[src/hw/board_params.svh]
// board input path constants: word widths, field positions, player counts, output polarity
`ifndef BOARD_PARAMS_SVH
`define BOARD_PARAMS_SVH

// joystick ports on the board
`define BOARD_PLAYERS 4

// players that also take keyboard keys
`define BOARD_KEY_PLAYERS 3

// board word as delivered by the host, and the part the game sees
`define BOARD_WORD_W 16
`define BOARD_JOY_W 10

// direction nibble sits in the low bits: right, left, down, up
`define BOARD_DIR_W 4

// two buttons sit above the directions, so start and pause are fixed
`define BOARD_START_BIT 6
`define BOARD_PAUSE_BIT 8

// graphics layer enables driven to the game
`define BOARD_GFX_W 4

// 1 when the game inputs are active low
`define BOARD_OUT_ACTIVE_LOW 1

`endif

[src/hw/board_pkg.sv]
// board joystick word types: raw vector and the decoded field view of the same word
`include "board_params.svh"

package board_pkg;

    // field view of one board joystick word, msb first
    typedef struct packed {
        // unused upper bits
        logic [`BOARD_WORD_W-`BOARD_PAUSE_BIT-2:0] spare;
        logic pause;
        logic coin;
        logic start;
        // fire buttons, two of them
        logic [`BOARD_START_BIT-`BOARD_DIR_W-1:0] button;
        // up, down, left, right from bit 3 down
        logic [`BOARD_DIR_W-1:0] dir;
    } board_fields_t;

    // the same 16 bits read two ways
    // raw feeds the game joystick, fields feed coin/start/pause and the 4-way filter
    typedef union packed {
        logic [`BOARD_WORD_W-1:0] raw;
        board_fields_t f;
    } board_word_t;

endpackage

[src/hw/board_if.sv]
// buses between the capture, mapping and control stages of the input path
`timescale 1ns/1ps
`include "board_params.svh"

// captured board words, direction already filtered
interface cap_bus_if
    import board_pkg::*;
();

    // one word per player, player 1 at index 0
    board_word_t word [`BOARD_PLAYERS];

    modport source (
        output word
    );

    modport sink (
        input word
    );

endinterface

// mapped player inputs before the output registers
interface map_bus_if ();

    // game joysticks after key merge and rotation
    logic [`BOARD_JOY_W-1:0] joy [`BOARD_PLAYERS];
    // one bit per player
    logic [`BOARD_PLAYERS-1:0] coin;
    logic [`BOARD_PLAYERS-1:0] start;
    // pause button of player 1 or 2
    logic joy_pause;

    modport source (
        output joy,
        output coin,
        output start,
        output joy_pause
    );

    modport sink (
        input joy,
        input coin,
        input start,
        input joy_pause
    );

endinterface

[src/hw/board_ctrl.sv]
// board control: game-facing output registers, pause state, soft reset pulse, layer toggles
`timescale 1ns/1ps
`include "board_params.svh"

module board_ctrl (
    input  logic                      clk_sys,
    input  logic                      rst,
    map_bus_if.sink                   map,
    input  logic                      key_pause,
    input  logic                      key_reset,
    input  logic                      key_service,
    input  logic                      osd_pause,
    input  logic                      downloading,
    input  logic [`BOARD_GFX_W-1:0]   key_gfx,
    output logic [`BOARD_JOY_W-1:0]   game_joystick1,
    output logic [`BOARD_JOY_W-1:0]   game_joystick2,
    output logic [`BOARD_JOY_W-1:0]   game_joystick3,
    output logic [`BOARD_JOY_W-1:0]   game_joystick4,
    output logic [`BOARD_PLAYERS-1:0] game_coin,
    output logic [`BOARD_PLAYERS-1:0] game_start,
    output logic                      game_service,
    output logic                      game_pause,
    output logic                      soft_rst,
    output logic [`BOARD_GFX_W-1:0]   gfx_en
);

    // polarity masks, all ones for an active low game
    localparam logic OUT_INV = (`BOARD_OUT_ACTIVE_LOW != 0);
    localparam logic [`BOARD_JOY_W-1:0] JOY_INV = {`BOARD_JOY_W{OUT_INV}};
    localparam logic [`BOARD_PLAYERS-1:0] BIT_INV = {`BOARD_PLAYERS{OUT_INV}};

    logic last_key_pause;
    logic last_joy_pause;
    logic last_osd_pause;
    logic last_key_reset;
    logic [`BOARD_GFX_W-1:0] last_gfx;

    logic pause_rise;
    logic reset_rise;
    logic [`BOARD_GFX_W-1:0] gfx_rise;

    assign pause_rise = (key_pause & ~last_key_pause) | (map.joy_pause & ~last_joy_pause);
    assign reset_rise = key_reset & ~last_key_reset;
    assign gfx_rise = key_gfx & ~last_gfx;

    // inputs seen by the game
    always_ff @(posedge clk_sys) begin
        if (rst) begin
            game_joystick1 <= JOY_INV;
            game_joystick2 <= JOY_INV;
            game_joystick3 <= JOY_INV;
            game_joystick4 <= JOY_INV;
            game_coin <= BIT_INV;
            game_start <= BIT_INV;
            game_service <= OUT_INV;
        end else begin
            game_joystick1 <= map.joy[0] ^ JOY_INV;
            game_joystick2 <= map.joy[1] ^ JOY_INV;
            game_joystick3 <= map.joy[2] ^ JOY_INV;
            game_joystick4 <= map.joy[3] ^ JOY_INV;
            game_coin <= map.coin ^ BIT_INV;
            game_start <= map.start ^ BIT_INV;
            game_service <= key_service ^ OUT_INV;
        end
    end

    // previous samples for edge detection
    always_ff @(posedge clk_sys) begin
        if (rst) begin
            last_key_pause <= 1'b0;
            last_joy_pause <= 1'b0;
            last_osd_pause <= 1'b0;
            last_key_reset <= 1'b0;
            last_gfx <= '0;
        end else begin
            last_key_pause <= key_pause;
            last_joy_pause <= map.joy_pause;
            last_osd_pause <= osd_pause;
            last_key_reset <= key_reset;
            last_gfx <= key_gfx;
        end
    end

    always_ff @(posedge clk_sys) begin
        if (rst) begin
            soft_rst <= 1'b0;
            game_pause <= 1'b0;
            gfx_en <= '1;
        end else begin
            soft_rst <= reset_rise;
            gfx_en <= gfx_en ^ gfx_rise;
            // download wins, then the OSD, then the buttons
            if (downloading) begin
                game_pause <= 1'b0;
            end else if (osd_pause != last_osd_pause) begin
                game_pause <= osd_pause;
            end else if (pause_rise) begin
                game_pause <= ~game_pause;
            end
        end
    end

    a_soft_rst_pulse: assert property (
        @(posedge clk_sys) disable iff (rst)
        soft_rst |=> !soft_rst
    );

    a_download_unpause: assert property (
        @(posedge clk_sys) disable iff (rst)
        downloading |=> !game_pause
    );

endmodule

[src/hw/board_inputs_top.sv]
// player input path top: capture, mapping and control stages joined by their buses
`timescale 1ns/1ps
`include "board_params.svh"

module board_inputs_top (
    input  logic                      clk_sys,
    input  logic                      rst,
    input  logic [`BOARD_WORD_W-1:0]  board_joystick1,
    input  logic [`BOARD_WORD_W-1:0]  board_joystick2,
    input  logic [`BOARD_WORD_W-1:0]  board_joystick3,
    input  logic [`BOARD_WORD_W-1:0]  board_joystick4,
    input  logic                      en4way,
    input  logic [`BOARD_JOY_W-1:0]   key_joy1,
    input  logic [`BOARD_JOY_W-1:0]   key_joy2,
    input  logic [`BOARD_JOY_W-1:0]   key_joy3,
    input  logic [`BOARD_PLAYERS-1:0] key_coin,
    input  logic [`BOARD_PLAYERS-1:0] key_start,
    input  logic                      rot_control,
    input  logic                      dip_flip,
    input  logic                      key_pause,
    input  logic                      key_reset,
    input  logic                      key_service,
    input  logic                      osd_pause,
    input  logic                      downloading,
    input  logic [`BOARD_GFX_W-1:0]   key_gfx,
    output logic [`BOARD_JOY_W-1:0]   game_joystick1,
    output logic [`BOARD_JOY_W-1:0]   game_joystick2,
    output logic [`BOARD_JOY_W-1:0]   game_joystick3,
    output logic [`BOARD_JOY_W-1:0]   game_joystick4,
    output logic [`BOARD_PLAYERS-1:0] game_coin,
    output logic [`BOARD_PLAYERS-1:0] game_start,
    output logic                      game_service,
    output logic                      game_pause,
    output logic                      soft_rst,
    output logic [`BOARD_GFX_W-1:0]   gfx_en
);

    cap_bus_if u_cap_bus ();
    map_bus_if u_map_bus ();

    // two register stages
    joy_capture u_capture (
        .clk_sys         (clk_sys),
        .rst             (rst),
        .board_joystick1 (board_joystick1),
        .board_joystick2 (board_joystick2),
        .board_joystick3 (board_joystick3),
        .board_joystick4 (board_joystick4),
        .en4way          (en4way),
        .cap             (u_cap_bus.source)
    );

    // purely combinational
    joy_mapper u_mapper (
        .cap         (u_cap_bus.sink),
        .key_joy1    (key_joy1),
        .key_joy2    (key_joy2),
        .key_joy3    (key_joy3),
        .key_coin    (key_coin),
        .key_start   (key_start),
        .rot_control (rot_control),
        .dip_flip    (dip_flip),
        .map         (u_map_bus.source)
    );

    board_ctrl u_ctrl (
        .clk_sys        (clk_sys),
        .rst            (rst),
        .map            (u_map_bus.sink),
        .key_pause      (key_pause),
        .key_reset      (key_reset),
        .key_service    (key_service),
        .osd_pause      (osd_pause),
        .downloading    (downloading),
        .key_gfx        (key_gfx),
        .game_joystick1 (game_joystick1),
        .game_joystick2 (game_joystick2),
        .game_joystick3 (game_joystick3),
        .game_joystick4 (game_joystick4),
        .game_coin      (game_coin),
        .game_start     (game_start),
        .game_service   (game_service),
        .game_pause     (game_pause),
        .soft_rst       (soft_rst),
        .gfx_en         (gfx_en)
    );

endmodule

[src/hw/joy_capture.sv]
// joystick capture: registers the board words and reduces directions to 4-way on demand
`timescale 1ns/1ps
`include "board_params.svh"

module joy_capture
    import board_pkg::*;
(
    input  logic                     clk_sys,
    input  logic                     rst,
    input  logic [`BOARD_WORD_W-1:0] board_joystick1,
    input  logic [`BOARD_WORD_W-1:0] board_joystick2,
    input  logic [`BOARD_WORD_W-1:0] board_joystick3,
    input  logic [`BOARD_WORD_W-1:0] board_joystick4,
    input  logic                     en4way,
    cap_bus_if.source                cap
);

    logic [`BOARD_WORD_W-1:0] joy_in   [`BOARD_PLAYERS];
    logic [`BOARD_WORD_W-1:0] joy_sync [`BOARD_PLAYERS];

    assign joy_in = '{board_joystick1, board_joystick2, board_joystick3, board_joystick4};

    // first stage, raw words straight from the board
    always_ff @(posedge clk_sys) begin
        joy_sync <= joy_in;
    end

    for (genvar i = 0; i < `BOARD_PLAYERS; i++) begin : g_player
        board_word_t word_sync;
        board_word_t word_filt;
        board_word_t word_out;
        logic [`BOARD_DIR_W-1:0] dir_in;
        logic [`BOARD_DIR_W-1:0] dir_out;
        // last direction handed out in 4-way mode
        logic [`BOARD_DIR_W-1:0] dir_mem;
        logic dir_at_most_one;

        assign word_sync = joy_sync[i];
        assign dir_in = word_sync.f.dir;

        // true for no direction or a single one
        assign dir_at_most_one = (dir_in & (dir_in - 1'b1)) == '0;

        // diagonals keep whatever went out before
        always_comb begin
            if (!en4way || dir_at_most_one) begin
                dir_out = dir_in;
            end else begin
                dir_out = dir_mem;
            end
        end

        always_ff @(posedge clk_sys) begin
            if (rst) begin
                dir_mem <= '0;
            end else if (en4way) begin
                dir_mem <= dir_out;
            end
        end

        // rest of the word rides along unchanged
        always_comb begin
            word_filt = word_sync;
            word_filt.f.dir = dir_out;
        end

        // second stage
        always_ff @(posedge clk_sys) begin
            word_out <= word_filt;
        end

        assign cap.word[i] = word_out;

        // 4-way mode never lets a diagonal reach the mapper
        a_dir_4way: assert property (
            @(posedge clk_sys) disable iff (rst)
            en4way |=> $onehot0(word_out.f.dir)
        );
    end

endmodule

[src/hw/joy_mapper.sv]
// joystick mapper: merges keyboard keys, rotates directions, gathers coin, start and pause
`timescale 1ns/1ps
`include "board_params.svh"

module joy_mapper
    import board_pkg::*;
(
    cap_bus_if.sink                   cap,
    input  logic [`BOARD_JOY_W-1:0]   key_joy1,
    input  logic [`BOARD_JOY_W-1:0]   key_joy2,
    input  logic [`BOARD_JOY_W-1:0]   key_joy3,
    input  logic [`BOARD_PLAYERS-1:0] key_coin,
    input  logic [`BOARD_PLAYERS-1:0] key_start,
    input  logic                      rot_control,
    input  logic                      dip_flip,
    map_bus_if.source                 map
);

    logic [`BOARD_JOY_W-1:0]   key_joy [`BOARD_KEY_PLAYERS];
    logic [`BOARD_PLAYERS-1:0] coin_vec;
    logic [`BOARD_PLAYERS-1:0] start_vec;

    // direction remap for a rotated cabinet
    // bit order is up, down, left, right from bit 3
    function automatic logic [`BOARD_JOY_W-1:0] rotate_joy(
        input logic [`BOARD_JOY_W-1:0] joy,
        input logic                    rot,
        input logic                    flip
    );
        logic [`BOARD_JOY_W-1:0] res;
        res = joy;
        if (rot) begin
            if (flip) begin
                res[`BOARD_DIR_W-1:0] = {joy[0], joy[1], joy[3], joy[2]};
            end else begin
                res[`BOARD_DIR_W-1:0] = {joy[1], joy[0], joy[2], joy[3]};
            end
        end
        return res;
    endfunction

    assign key_joy = '{key_joy1, key_joy2, key_joy3};

    for (genvar i = 0; i < `BOARD_PLAYERS; i++) begin : g_player
        board_word_t word;
        logic [`BOARD_JOY_W-1:0] merged;

        assign word = cap.word[i];

        if (i < `BOARD_KEY_PLAYERS) begin : g_key
            assign merged = word.raw[`BOARD_JOY_W-1:0] | key_joy[i];
        end else begin : g_no_key
            // last player has no keyboard keys
            assign merged = word.raw[`BOARD_JOY_W-1:0];
        end

        assign map.joy[i] = rotate_joy(merged, rot_control, dip_flip);
    end

    // coin and start from every port plus the keyboard
    always_comb begin
        coin_vec = key_coin;
        start_vec = key_start;
        for (int i = 0; i < `BOARD_PLAYERS; i++) begin
            coin_vec[i] = coin_vec[i] | cap.word[i].f.coin;
            start_vec[i] = start_vec[i] | cap.word[i].f.start;
        end
    end

    assign map.coin = coin_vec;
    assign map.start = start_vec;

    // only the first two players can pause
    assign map.joy_pause = cap.word[0].f.pause | cap.word[1].f.pause;

endmodule
[config.mk]
export PLATFORM = sky130hd
export DESIGN_NAME = board_inputs_top
export DESIGN_NICKNAME = d
export VERILOG_FILES = /design/src/hw/board_pkg.sv /design/src/hw/board_if.sv /design/src/hw/board_ctrl.sv /design/src/hw/board_inputs_top.sv /design/src/hw/joy_capture.sv /design/src/hw/joy_mapper.sv
export VERILOG_INCLUDE_DIRS = /design/src /design/src/hw
export SDC_FILE = /design/constraint.sdc
export NUM_CORES = 1
export LEC_CHECK = 0
export ABC_AREA = 1
export BUFFER_PORTS_ARGS = -buffer_cell sky130_fd_sc_hd__buf_2
export CORE_MARGIN = 4
export CORE_UTILIZATION = 52
export CTS_CLUSTER_DIAMETER = 200
export CTS_CLUSTER_SIZE = 14
export DETAILED_ROUTE_END_ITERATION = 10
export HOLD_SLACK_MARGIN = 0.03
export PLACE_DENSITY_LB_ADDON = 0.1
export SLEW_MARGIN = 10
export SYNTH_ARGS = -nofsm -noshare
export SYNTH_HDL_FRONTEND = slang
export SYNTH_SLANG_ARGS = --single-unit
export TNS_END_PERCENT = 5
[constraint.sdc]
create_clock -name clk_sys -period 1.9 [get_ports clk_sys]
set_clock_uncertainty 0.2 [all_clocks]
set_input_delay 0.19 -clock clk_sys [delete_from_list [all_inputs] [get_ports clk_sys]]
set_output_delay 0.19 -clock clk_sys [all_outputs]
set_load 0.02 [all_outputs]
# Yosys cells after proc, flatten, opt, wreduce, memory -nomap -nowiden
# Index checks and enable logic that the tools add are counted.
[word_totals] elab_cells=91 output_inout_bits=55 reg_bits=159
[op_classes] n_addsub=4 mux=14 n_eq_ne=1 n_reduce_logical=11 n_bitwise=34
[op_table] operator="$mux W4" count=12
[op_table] operator="$not A10 Y10" count=4
[op_table] operator="$or A10 B10 Y10" count=3
[op_table] operator="$and A4 B4 Y4" count=5
[op_table] operator="$logic_not A4 Y1" count=4
[op_table] operator="$sub A4 B1 Y4 const B" count=4
[op_table] operator="$not A4 Y4" count=3
[op_table] operator="$or A1 B1 Y1" count=10
[op_table] operator="$not A1 Y1" count=5
[op_table] operator="$logic_or A1 B1 Y1" count=4
[op_table] operator="$xor A4 B4 Y4" count=1
[op_table] operator="$and A1 B1 Y1" count=3
[op_table] operator="$mux W1" count=2
[op_table] operator="$reduce_bool A2 Y1" count=1
[op_table] operator="$reduce_or A2 Y1" count=1
[op_table] operator="$logic_not A1 Y1" count=1
[op_table] operator="$ne A1 B1 Y1" count=1

# Logic depth before layout (Yosys ltp)
# Gate-level depths: netlist of the first run.
[logic_depth] ltp_word=5 ltp_mapped=7 depth_no_buf=7

# By module
# Synthesis of the first run repeated with hierarchy kept, for this count alone.
[hier_totals] cells_unflattened=599 area_unflattened_um2=5987.0
[modules_own_cells] mod="joy_capture" instances=1 seq_area_each_um2=2882.8 cells_each=309 area_each_um2=3642.2
[modules_own_cells] mod="board_ctrl" instances=1 seq_area_each_um2=1261.2 cells_each=161 area_each_um2=1695.4
[modules_own_cells] mod="joy_mapper" instances=1 seq_area_each_um2=0.0 cells_each=129 area_each_um2=649.4

# Worst setup path before layout of the first run
# OpenSTA, ideal clock, no wires.
[synth_path] path_type="register to register" from="register u_capture.joy_sync (netlist bit u_capture.g_player[0].word_sync[3])" to="register u_capture.g_player[0].dir_mem[2]" path_slack_ns=0.750 t_arrival_ns=0.841 path_buffers=0 required_ns=1.591 path_stages_with_launch=8 period_less_slack_ns=1.150 setup_time_ns=0.109 path_cell_list="dfxtp_1 nand2_1 nand2_1 nand3_1 nand2_1 nand3_1 nand2_1 inv_1"
[synth_via] elab_chain_cells=5
[synth_rtl] item="start, declared" line_no="joy_capture.sv:19" rtl="logic [`BOARD_WORD_W-1:0] joy_sync [`BOARD_PLAYERS];"
[synth_rtl] item="start signal, assigned" line_no="joy_capture.sv:25" rtl="joy_sync <= joy_in;"
[synth_rtl] item="$sub A4 B1 Y4" line_no="joy_capture.sv:42" rtl="assign dir_at_most_one = (dir_in & (dir_in - 1'b1)) == '0;"
[synth_rtl] item="$and A4 B4 Y4 *" line_no="joy_capture.sv:42"
[synth_rtl] item="$logic_not A4 Y1 *" line_no="joy_capture.sv:42"
[synth_rtl] item="$logic_or A1 B1 Y1 *" line_no="joy_capture.sv:46" rtl="if (!en4way || dir_at_most_one) begin"
[synth_rtl] item="$mux W4 *" line_no="joy_capture.sv:46"
[synth_rtl] item="end signal, assigned" line_no="joy_capture.sv:57" rtl="dir_mem <= dir_out;"
[synth_rtl] item="end, declared" line_no="joy_capture.sv:35" rtl="logic [`BOARD_DIR_W-1:0] dir_mem;"
# Mark *: on every way between the ends. The rest lies on a longest branch, timed or not.
# A chain may end at the register's enable or synchronous reset.

# Worst setup path in the final report of the first run
[layout_path] from="input port dip_flip" to="register u_ctrl.game_joystick3[1]"
[layout_via] elab_chain_cells=3
[layout_rtl] item="start, declared" line_no="board_inputs_top.sv:19" rtl="input logic dip_flip,"
[layout_rtl] item="$mux W4" line_no="joy_mapper.sv:33" rtl="if (flip) begin"
[layout_rtl] item="$mux W4" line_no="joy_mapper.sv:32" rtl="if (rot) begin"
[layout_rtl] item="$not A10 Y10 (no source line)"
[layout_rtl] item="end signal, assigned" line_no="board_ctrl.sv:59" rtl="game_joystick3 <= map.joy[2] ^ JOY_INV;"
[layout_rtl] item="end, declared" line_no="board_ctrl.sv:17" rtl="output logic [`BOARD_JOY_W-1:0] game_joystick3,"
# No other way between the ends.

==> flow_metrics.env, run 1 <==
export IMPL_relSlewSlack=0.801
export IMPL_cts_tree="yes"
export IMPL_dp_final_hpwl_um=6830
export IMPL_hold_end="u_capture.g_player[2].word_sync[0]"
export IMPL_drv_slew=0
export IMPL_syn_to_final_growth_pct=56.9
export IMPL_max_freq_ghz=0.535
export IMPL_synth_nets=605
export IMPL_crit_top_cell="dlygate4sd3_1"
export IMPL_synthTopCellsByCount="159 x dfxtp_1, 82 x nand2_1, 77 x nor2_1"
export IMPL_gp_congestion=0.873
export IMPL_routedWlPerCell_um=15.6
export IMPL_netlist_area_um2=4680
export IMPL_coreArea_um2=8760
export IMPL_cp_max_fo=17
export IMPL_cp_cell_sequence="dlygate4sd3_1, buf_2, inv_2, o21ai_1, o211ai_1, dlygate4sd3_1"
export IMPL_ys_ff_latch=159
export IMPL_power_density_nw_per_um2=1080
export IMPL_crit_slowest_cell="dlygate4sd3_1"
export IMPL_ir_drop_mv=0.665
export IMPL_clkLatencyLatePin_ns=0.52
export IMPL_drt_wl_total_um=13800
export IMPL_grtUsageTotal=0.264
export IMPL_reg2reg_depth=4
export IMPL_crit_arrival_ns=2.07
export IMPL_seq_area_frac_synth=0.680
export IMPL_drive_gt1_frac=0.241
export IMPL_fin_setup_tns_ns=0
export IMPL_finalCriticalPeriod_ns=1.87
export IMPL_cts_buffers=17
export IMPL_hold_start="board_joystick3[0]"
export IMPL_fin_ws_ns=0.0321
export IMPL_timing_final_crit_share=0.983
export IMPL_die_x_um=103
export IMPL_die_area_um2=10600
export IMPL_ant_nets=0
export IMPL_status="complete, no violations"
export IMPL_synth_flop_cell="dfxtp_1"
export IMPL_synth_area_leaders="dfxtp_1 68%, nand2_1 6.6%, nor2_1 6.2%"
export IMPL_hold_violations=0
export IMPL_seq_area_um2=3180
export IMPL_min_path_type="input pin to flip-flop"
export IMPL_clk_pin_slew_ns=0.06
export IMPL_worstMarginPinSlew_ns=0.295
export IMPL_yosysWarningCount=0
export IMPL_syn_avg_cell_area_um2=9.58
export IMPL_synthCells=489
export IMPL_drt_initial_drc_count=165
export IMPL_power_uw=7950
export IMPL_dr_pass1_iters=4
export IMPL_final_util=0.839
export IMPL_multi_input_area_um2=1270
export IMPL_slowest_delay_ns=0.60
export IMPL_initial_core_util=0.534
export IMPL_grt_pass1_wl_um=21000
export IMPL_numPortBuffers=146
export IMPL_diodes=0
export IMPL_clock_sinks=159
export IMPL_timing_rr_end="u_ctrl.game_joystick3[3]"
export IMPL_worstHoldPathCells=2
export IMPL_setup_viol=0
export IMPL_synthArstFlopShare=0
export IMPL_ys_types=21
export IMPL_yosysTopAreaCell="dfxtp_1"
export IMPL_antenna_found_initial=0
export IMPL_synth_top_area_frac=0.680
export IMPL_grt_max_degree=57
export IMPL_end_kind="flip-flop"
export IMPL_synth_most_common_cell="dfxtp_1"
export IMPL_die_y_um=103
export IMPL_drv_cap=0
export IMPL_grt_pass1_vias=4379
export IMPL_cts_buffer_depth=2
export IMPL_rrSetupSlack_ns=0.26
export IMPL_drc=0
export IMPL_fin_nets=880
export IMPL_rows=34
export IMPL_htreeDepth=4
export IMPL_critical_path_startpoint_type="input pin"
export IMPL_final_fill_count=485
export IMPL_via_per_inst=4.97
export IMPL_ios=171
export IMPL_vias=4394
export IMPL_total_leakage_power_uw=0.00344
export IMPL_reg2reg_from="u_capture.g_player[2].word_out[1]"
export IMPL_pre_cts_slack_ns=0.584
export IMPL_synth_edf_count=0
export IMPL_cts_root_buf="clkbuf_8"
export IMPL_grt_overflow=0
export IMPL_critPathKind="input pin to flip-flop"
export IMPL_worst_ep_required_time_ns=2.10
layer usage:
metal	vias to the layer above	global-route usage	part of all wire
met5	-	0	0
li1	2139	-	-
met1	2025	0.269	0.37
met2	193	0.494	0.53
met3	37	0.0737	0.071
met4	0	0.121	0.029
what timing repair did:
| action | in CTS | in global routing |
|---|---|---|
| hold endpoints to repair | 135 | 0 |
| gates resized for setup | 0 | 7 |
| endpoints found under the setup margin | 0 | 13 |
| setup buffers | 0 | 2 |
| hold buffers | 124 | 0 |
report_power, final:
group | leakage (uW) | internal, uW | switching (uW)
Combinational | 0.00181 | 421 | 450
Clock | 0.000293 | 2030 | 1400
Sequential | 0.00134 | 3560 | 89.8
worst max path at each step:
stage,start,endpoint,slack (ns),cells past startpoint
after floorplan,u_capture.g_player[0].word_sync[3],u_capture.g_player[0].dir_mem[2],0.75,7
after global placement,rot_control,u_ctrl.game_joystick2[1],0.64,4
after detailed placement,rot_control,u_ctrl.game_joystick2[1],0.58,4
after CTS,rot_control,u_ctrl.game_joystick1[0],0.03,6
after global routing,rot_control,u_ctrl.game_joystick3[2],-0.02,7
final,dip_flip,u_ctrl.game_joystick3[1],0.03,6
critical path, delay by kind of cell:
kind,cells,cell delay (ns)
buffers and inverters,4,1.60
AOI/OAI and AO/OA,2,0.27
final cells by class:
| type | instances | area share |
|---|---|---|
| multi-input cells | 279 | 0.172 |
| clock inverters | 14 | 0.0243 |
| repair buffers | 275 | 0.278 |
| flip-flops and latches | 159 | 0.433 |
| well taps | 108 | 0.0184 |
| inverters | 32 | 0.0170 |
| clock buffers | 17 | 0.0564 |
registers in the layout, summed over array words and instances, names as in the netlist, 4 cells and up:
register / flops
u_capture.g_player.dir_mem: 16
u_capture.g_player.word_out: 40
u_capture.g_player.word_sync: 40
u_ctrl.game_coin: 4
u_ctrl.game_joystick1: 10
u_ctrl.game_joystick2: 10
u_ctrl.game_joystick3: 10
u_ctrl.game_joystick4: 10
u_ctrl.game_start: 4
u_ctrl.gfx_en: 4
u_ctrl.last_gfx: 4
logic make-up (layout without fill, tap and decap cells):
logic type             count (synthesis)  after routing  synth area share
buffers and inverters                 51            338            0.0505
AOI/OAI and AO/OA                     73             73            0.0855
and+or+nand+nor                      206            206             0.184
DFF                                  159            159             0.680
metrics by stage:
| step | instances | hold WS (ns) | instance area, um^2 |
|---|---|---|---|
| global placement | 727 | 0.0918 | 5480 |
| finish | 884 | 0.0962 | 7350 |
| CTS | 882 | 0.0713 | 7310 |
| floorplan | 489 | 0.0177 | 4680 |
| detailed placement | 727 | 0.0936 | 5480 |
| global route | 884 | 0.0863 | 7350 |
cells in the final DEF, fill, tap and decap left out:
master | Yosys | final
or2_2 | 1 | 1
inv_2 | 2 | 1
dlygate4sd3_1 | 0 | 124
nor3_1 | 5 | 5
dfxtp_1 | 159 | 159
nor2_1 | 77 | 77
clkinv_2 | 0 | 4
a211oi_1 | 1 | 1
a21oi_1 | 7 | 6
o21ai_0 | 51 | 51
inv_6 | 0 | 5
nand4_1 | 16 | 16
a21oi_2 | 0 | 1
clkbuf_16 | 0 | 16
buf_6 | 2 | 2
clkbuf_8 | 0 | 1
buf_2 | 9 | 145
o221ai_1 | 4 | 4
bufinv_16 | 0 | 3
buf_4 | 5 | 2
o21ai_1 | 3 | 3
nand3_1 | 21 | 21
clkinvlp_4 | 0 | 2
inv_1 | 30 | 29
buf_12 | 0 | 2
nand2_1 | 82 | 82
inv_8 | 0 | 2
o211ai_1 | 6 | 6
o21bai_1 | 1 | 1
nand3b_1 | 4 | 4
(Power assumes the default switching activity.)
==> run 2: changes to the inputs <==
--- a/config.mk
+++ b/config.mk
@@ -8,6 +8,7 @@
 export LEC_CHECK = 0
 export ABC_AREA = 1
 export BUFFER_PORTS_ARGS = -buffer_cell sky130_fd_sc_hd__buf_2
+export CORE_ASPECT_RATIO = 1.75
 export CORE_MARGIN = 4
 export CORE_UTILIZATION = 52
 export CTS_CLUSTER_DIAMETER = 200
==> run 2 against run 1 <==
Compared with the run above:
- sequential power is essentially flat
- count of clock-buffer cells in the layout grew 3
- global-route usage fell by 2.7 points
- sequential cell count unchanged
- final cell count shrank 2.6%
- hold slack lost 0.031 ns
- via count shrank 5.9%
- register-to-register slack better by 0.32 ns
- critical path type unchanged
- largest cell class unchanged
- largest power group unchanged
- highest routed layer unchanged
==> flow_metrics.env, run 2 (same netlist as run 1, synthesis figures left out) <==
export IMPL_setup_viol=0
export IMPL_layout_common_cells="159 x dfxtp_1, 146 x buf_2, 91 x dlygate4sd3_1, 82 x nand2_1, 77 x nor2_1"
export IMPL_die_x_um=79.7
export IMPL_crit_family="buffers and inverters"
export IMPL_path_buf_inv=5
export IMPL_multi_input_area_um2=1260
export IMPL_worstMarginPinSlew_ns=0.361
export IMPL_grt_overflow=0
export IMPL_hold_start="dip_flip"
export IMPL_ant_nets=0
export IMPL_ir_drop_mv=0.729
export IMPL_die_area_um2=10600
export IMPL_syn_to_final_growth_pct=50.0
export IMPL_clk_pin_slew_ns=0.06
export IMPL_drt_wl_total_um=12400
export IMPL_cp_max_fo=39
export IMPL_fin_setup_tns_ns=0
export IMPL_pre_cts_slack_ns=0.479
export IMPL_end_kind="flip-flop"
export IMPL_crit_arrival_ns=1.86
export IMPL_htreeDepth=4
export IMPL_rows=45
export IMPL_rsz0062_at_grt="false"
export IMPL_relSlewSlack=0.757
export IMPL_power_density_nw_per_um2=1110
export IMPL_status="complete, no violations"
export IMPL_cp_cell_sequence="dlygate4sd3_1, buf_2, inv_2, buf_12, nand2_1, dlygate4sd3_1"
export IMPL_hold_end="u_ctrl.game_joystick2[3]"
export IMPL_cp_depth=6
export IMPL_total_leakage_power_uw=0.00331
export IMPL_power_internal_uw=6030
export IMPL_grt_max_degree=40
export IMPL_crit_start="rst"
export IMPL_sw_frac_of_total=0.230
export IMPL_drc=0
export IMPL_cts_root_buf="clkbuf_16"
export IMPL_initial_core_util=0.537
export IMPL_drv_cap=0
export IMPL_clock_sinks=159
export IMPL_numPortBuffers=146
export IMPL_grt_pass1_vias=4204
export IMPL_max_freq_ghz=0.565
export IMPL_post_cts_setup_buffers=0
export IMPL_routedWlPerCell_um=14.4
export IMPL_worstHoldPathCells=3
export IMPL_grt_pass1_wl_um=19400
export IMPL_crit_slowest_cell="dlygate4sd3_1"
export IMPL_worst_ep_required_time_ns=1.99
export IMPL_die_y_um=134
export IMPL_hold_violations=0
export IMPL_p_seq_frac=0.465
export IMPL_cts_buffer_depth=2
export IMPL_clockPowerShare=0.435
export IMPL_timing_final_crit_share=0.932
export IMPL_dp_final_hpwl_um=6940
export IMPL_cts_buffers=17
export IMPL_min_path_type="input pin to flip-flop"
export IMPL_mostFrequentLayoutCell="dfxtp_1"
export IMPL_drive_gt1_frac=0.247
export IMPL_gp_congestion=0.791
export IMPL_critPathKind="input pin to flip-flop"
export IMPL_seq_area_um2=3180
export IMPL_finalCriticalPeriod_ns=1.77
export IMPL_coreArea_um2=8730
export IMPL_reg2reg_depth=7
export IMPL_critical_path_startpoint_type="input pin"
export IMPL_via_per_inst=4.80
export IMPL_crit_top_cell="dlygate4sd3_1"
export IMPL_diodes=0
export IMPL_fin_nets=847
export IMPL_grtUsageTotal=0.236
export IMPL_ios=171
export IMPL_drt_initial_drc_count=137
export IMPL_final_fill_count=530
export IMPL_cts_tree="yes"
export IMPL_combPwrFrac=0.099
export IMPL_reg2reg_from="u_capture.g_player[0].word_sync[3]"
export IMPL_vias=4133
export IMPL_drv_slew=0
export IMPL_ctsHoldBuffers=91
export IMPL_dr_pass1_iters=4
export IMPL_clkLatencyLatePin_ns=0.40
export IMPL_switching_power_uw=1800
export IMPL_fin_ws_ns=0.130
export IMPL_post_cts_resized=0
export IMPL_antenna_found_initial=0
export IMPL_timing_rr_end="u_capture.g_player[0].dir_mem[0]"
export IMPL_rrSetupSlack_ns=0.58
export IMPL_slowest_delay_ns=0.55
run 2: cell count changes in the layout (fill, tap and decap cells not counted), moves of 2 or more:
cell / delta
clkinv_4: +2
clkinv_2: -3
inv_8: -2
clkbuf_1: +2
clkinvlp_4: +2
buf_6: -2
dlygate4sd3_1: -33
inv_6: -3
run 2: routing by layer:
metal  up-vias  share of wire  routed length, um  GRT usage
met3        36          0.058                718     0.0697
met4         0          0.039                483      0.127
met5         -              0                  0          0
met2       151           0.55               6810      0.441
li1       2074              -                  -          -
met1      1872           0.35               4370      0.223
run 2: worst register-to-register path, stage by stage (launching register included):
cell,delay [ns]
dfxtp_1,0.36
nand2_1,0.06
nand2_1,0.16
nand3_1,0.14
nand2_1,0.11
nand3_1,0.07
nand2_1,0.07
inv_1,0.04
run 2: cell type report:
cell class                      instances  area share
Clock inverter                         12      0.0228
Timing Repair Buffer                  242       0.243
Clock buffer                           20      0.0636
Multi-Input combinational cell        279       0.180
Inverter                               32      0.0171
Tap cell                              117      0.0208
Sequential cell                       159       0.453
run 2: how the worst max path moves through the flow:
stage / to
global placement: u_capture.g_player[0].dir_mem[2]
detailed placement: u_capture.g_player[0].dir_mem[2]
global route: u_ctrl.game_service
CTS: u_ctrl.game_service
floorplan: u_capture.g_player[0].dir_mem[2]
finish: u_ctrl.game_service
run 2: stage by stage:
step	std cells	hold slack (ns)	utilization	total power (uW)	instance area (um^2)
floorplan	489	0.0177	-	4070	4680
global placement	738	0.0919	0.631	4280	5510
detailed placement	738	0.0936	0.631	4310	5510
CTS	861	0.0345	0.805	7830	7020
global route	861	0.0760	0.805	8130	7020
finish	861	0.0654	0.805	7830	7020
run 2: power by group through the flow:
| stage | Sequential (uW) | Clock, uW | Combinational, uW |
|---|---|---|---|
| 6_report | 3640 | 3410 | 777 |
| 5_1_grt | 3660 | 3610 | 852 |
| 4_1_cts | 3630 | 3440 | 761 |
| 3_5_place_dp | 3700 | 0 | 607 |
| 3_3_place_gp | 3700 | 0 | 588 |
| 2_1_floorplan | 3800 | 0 | 265 |
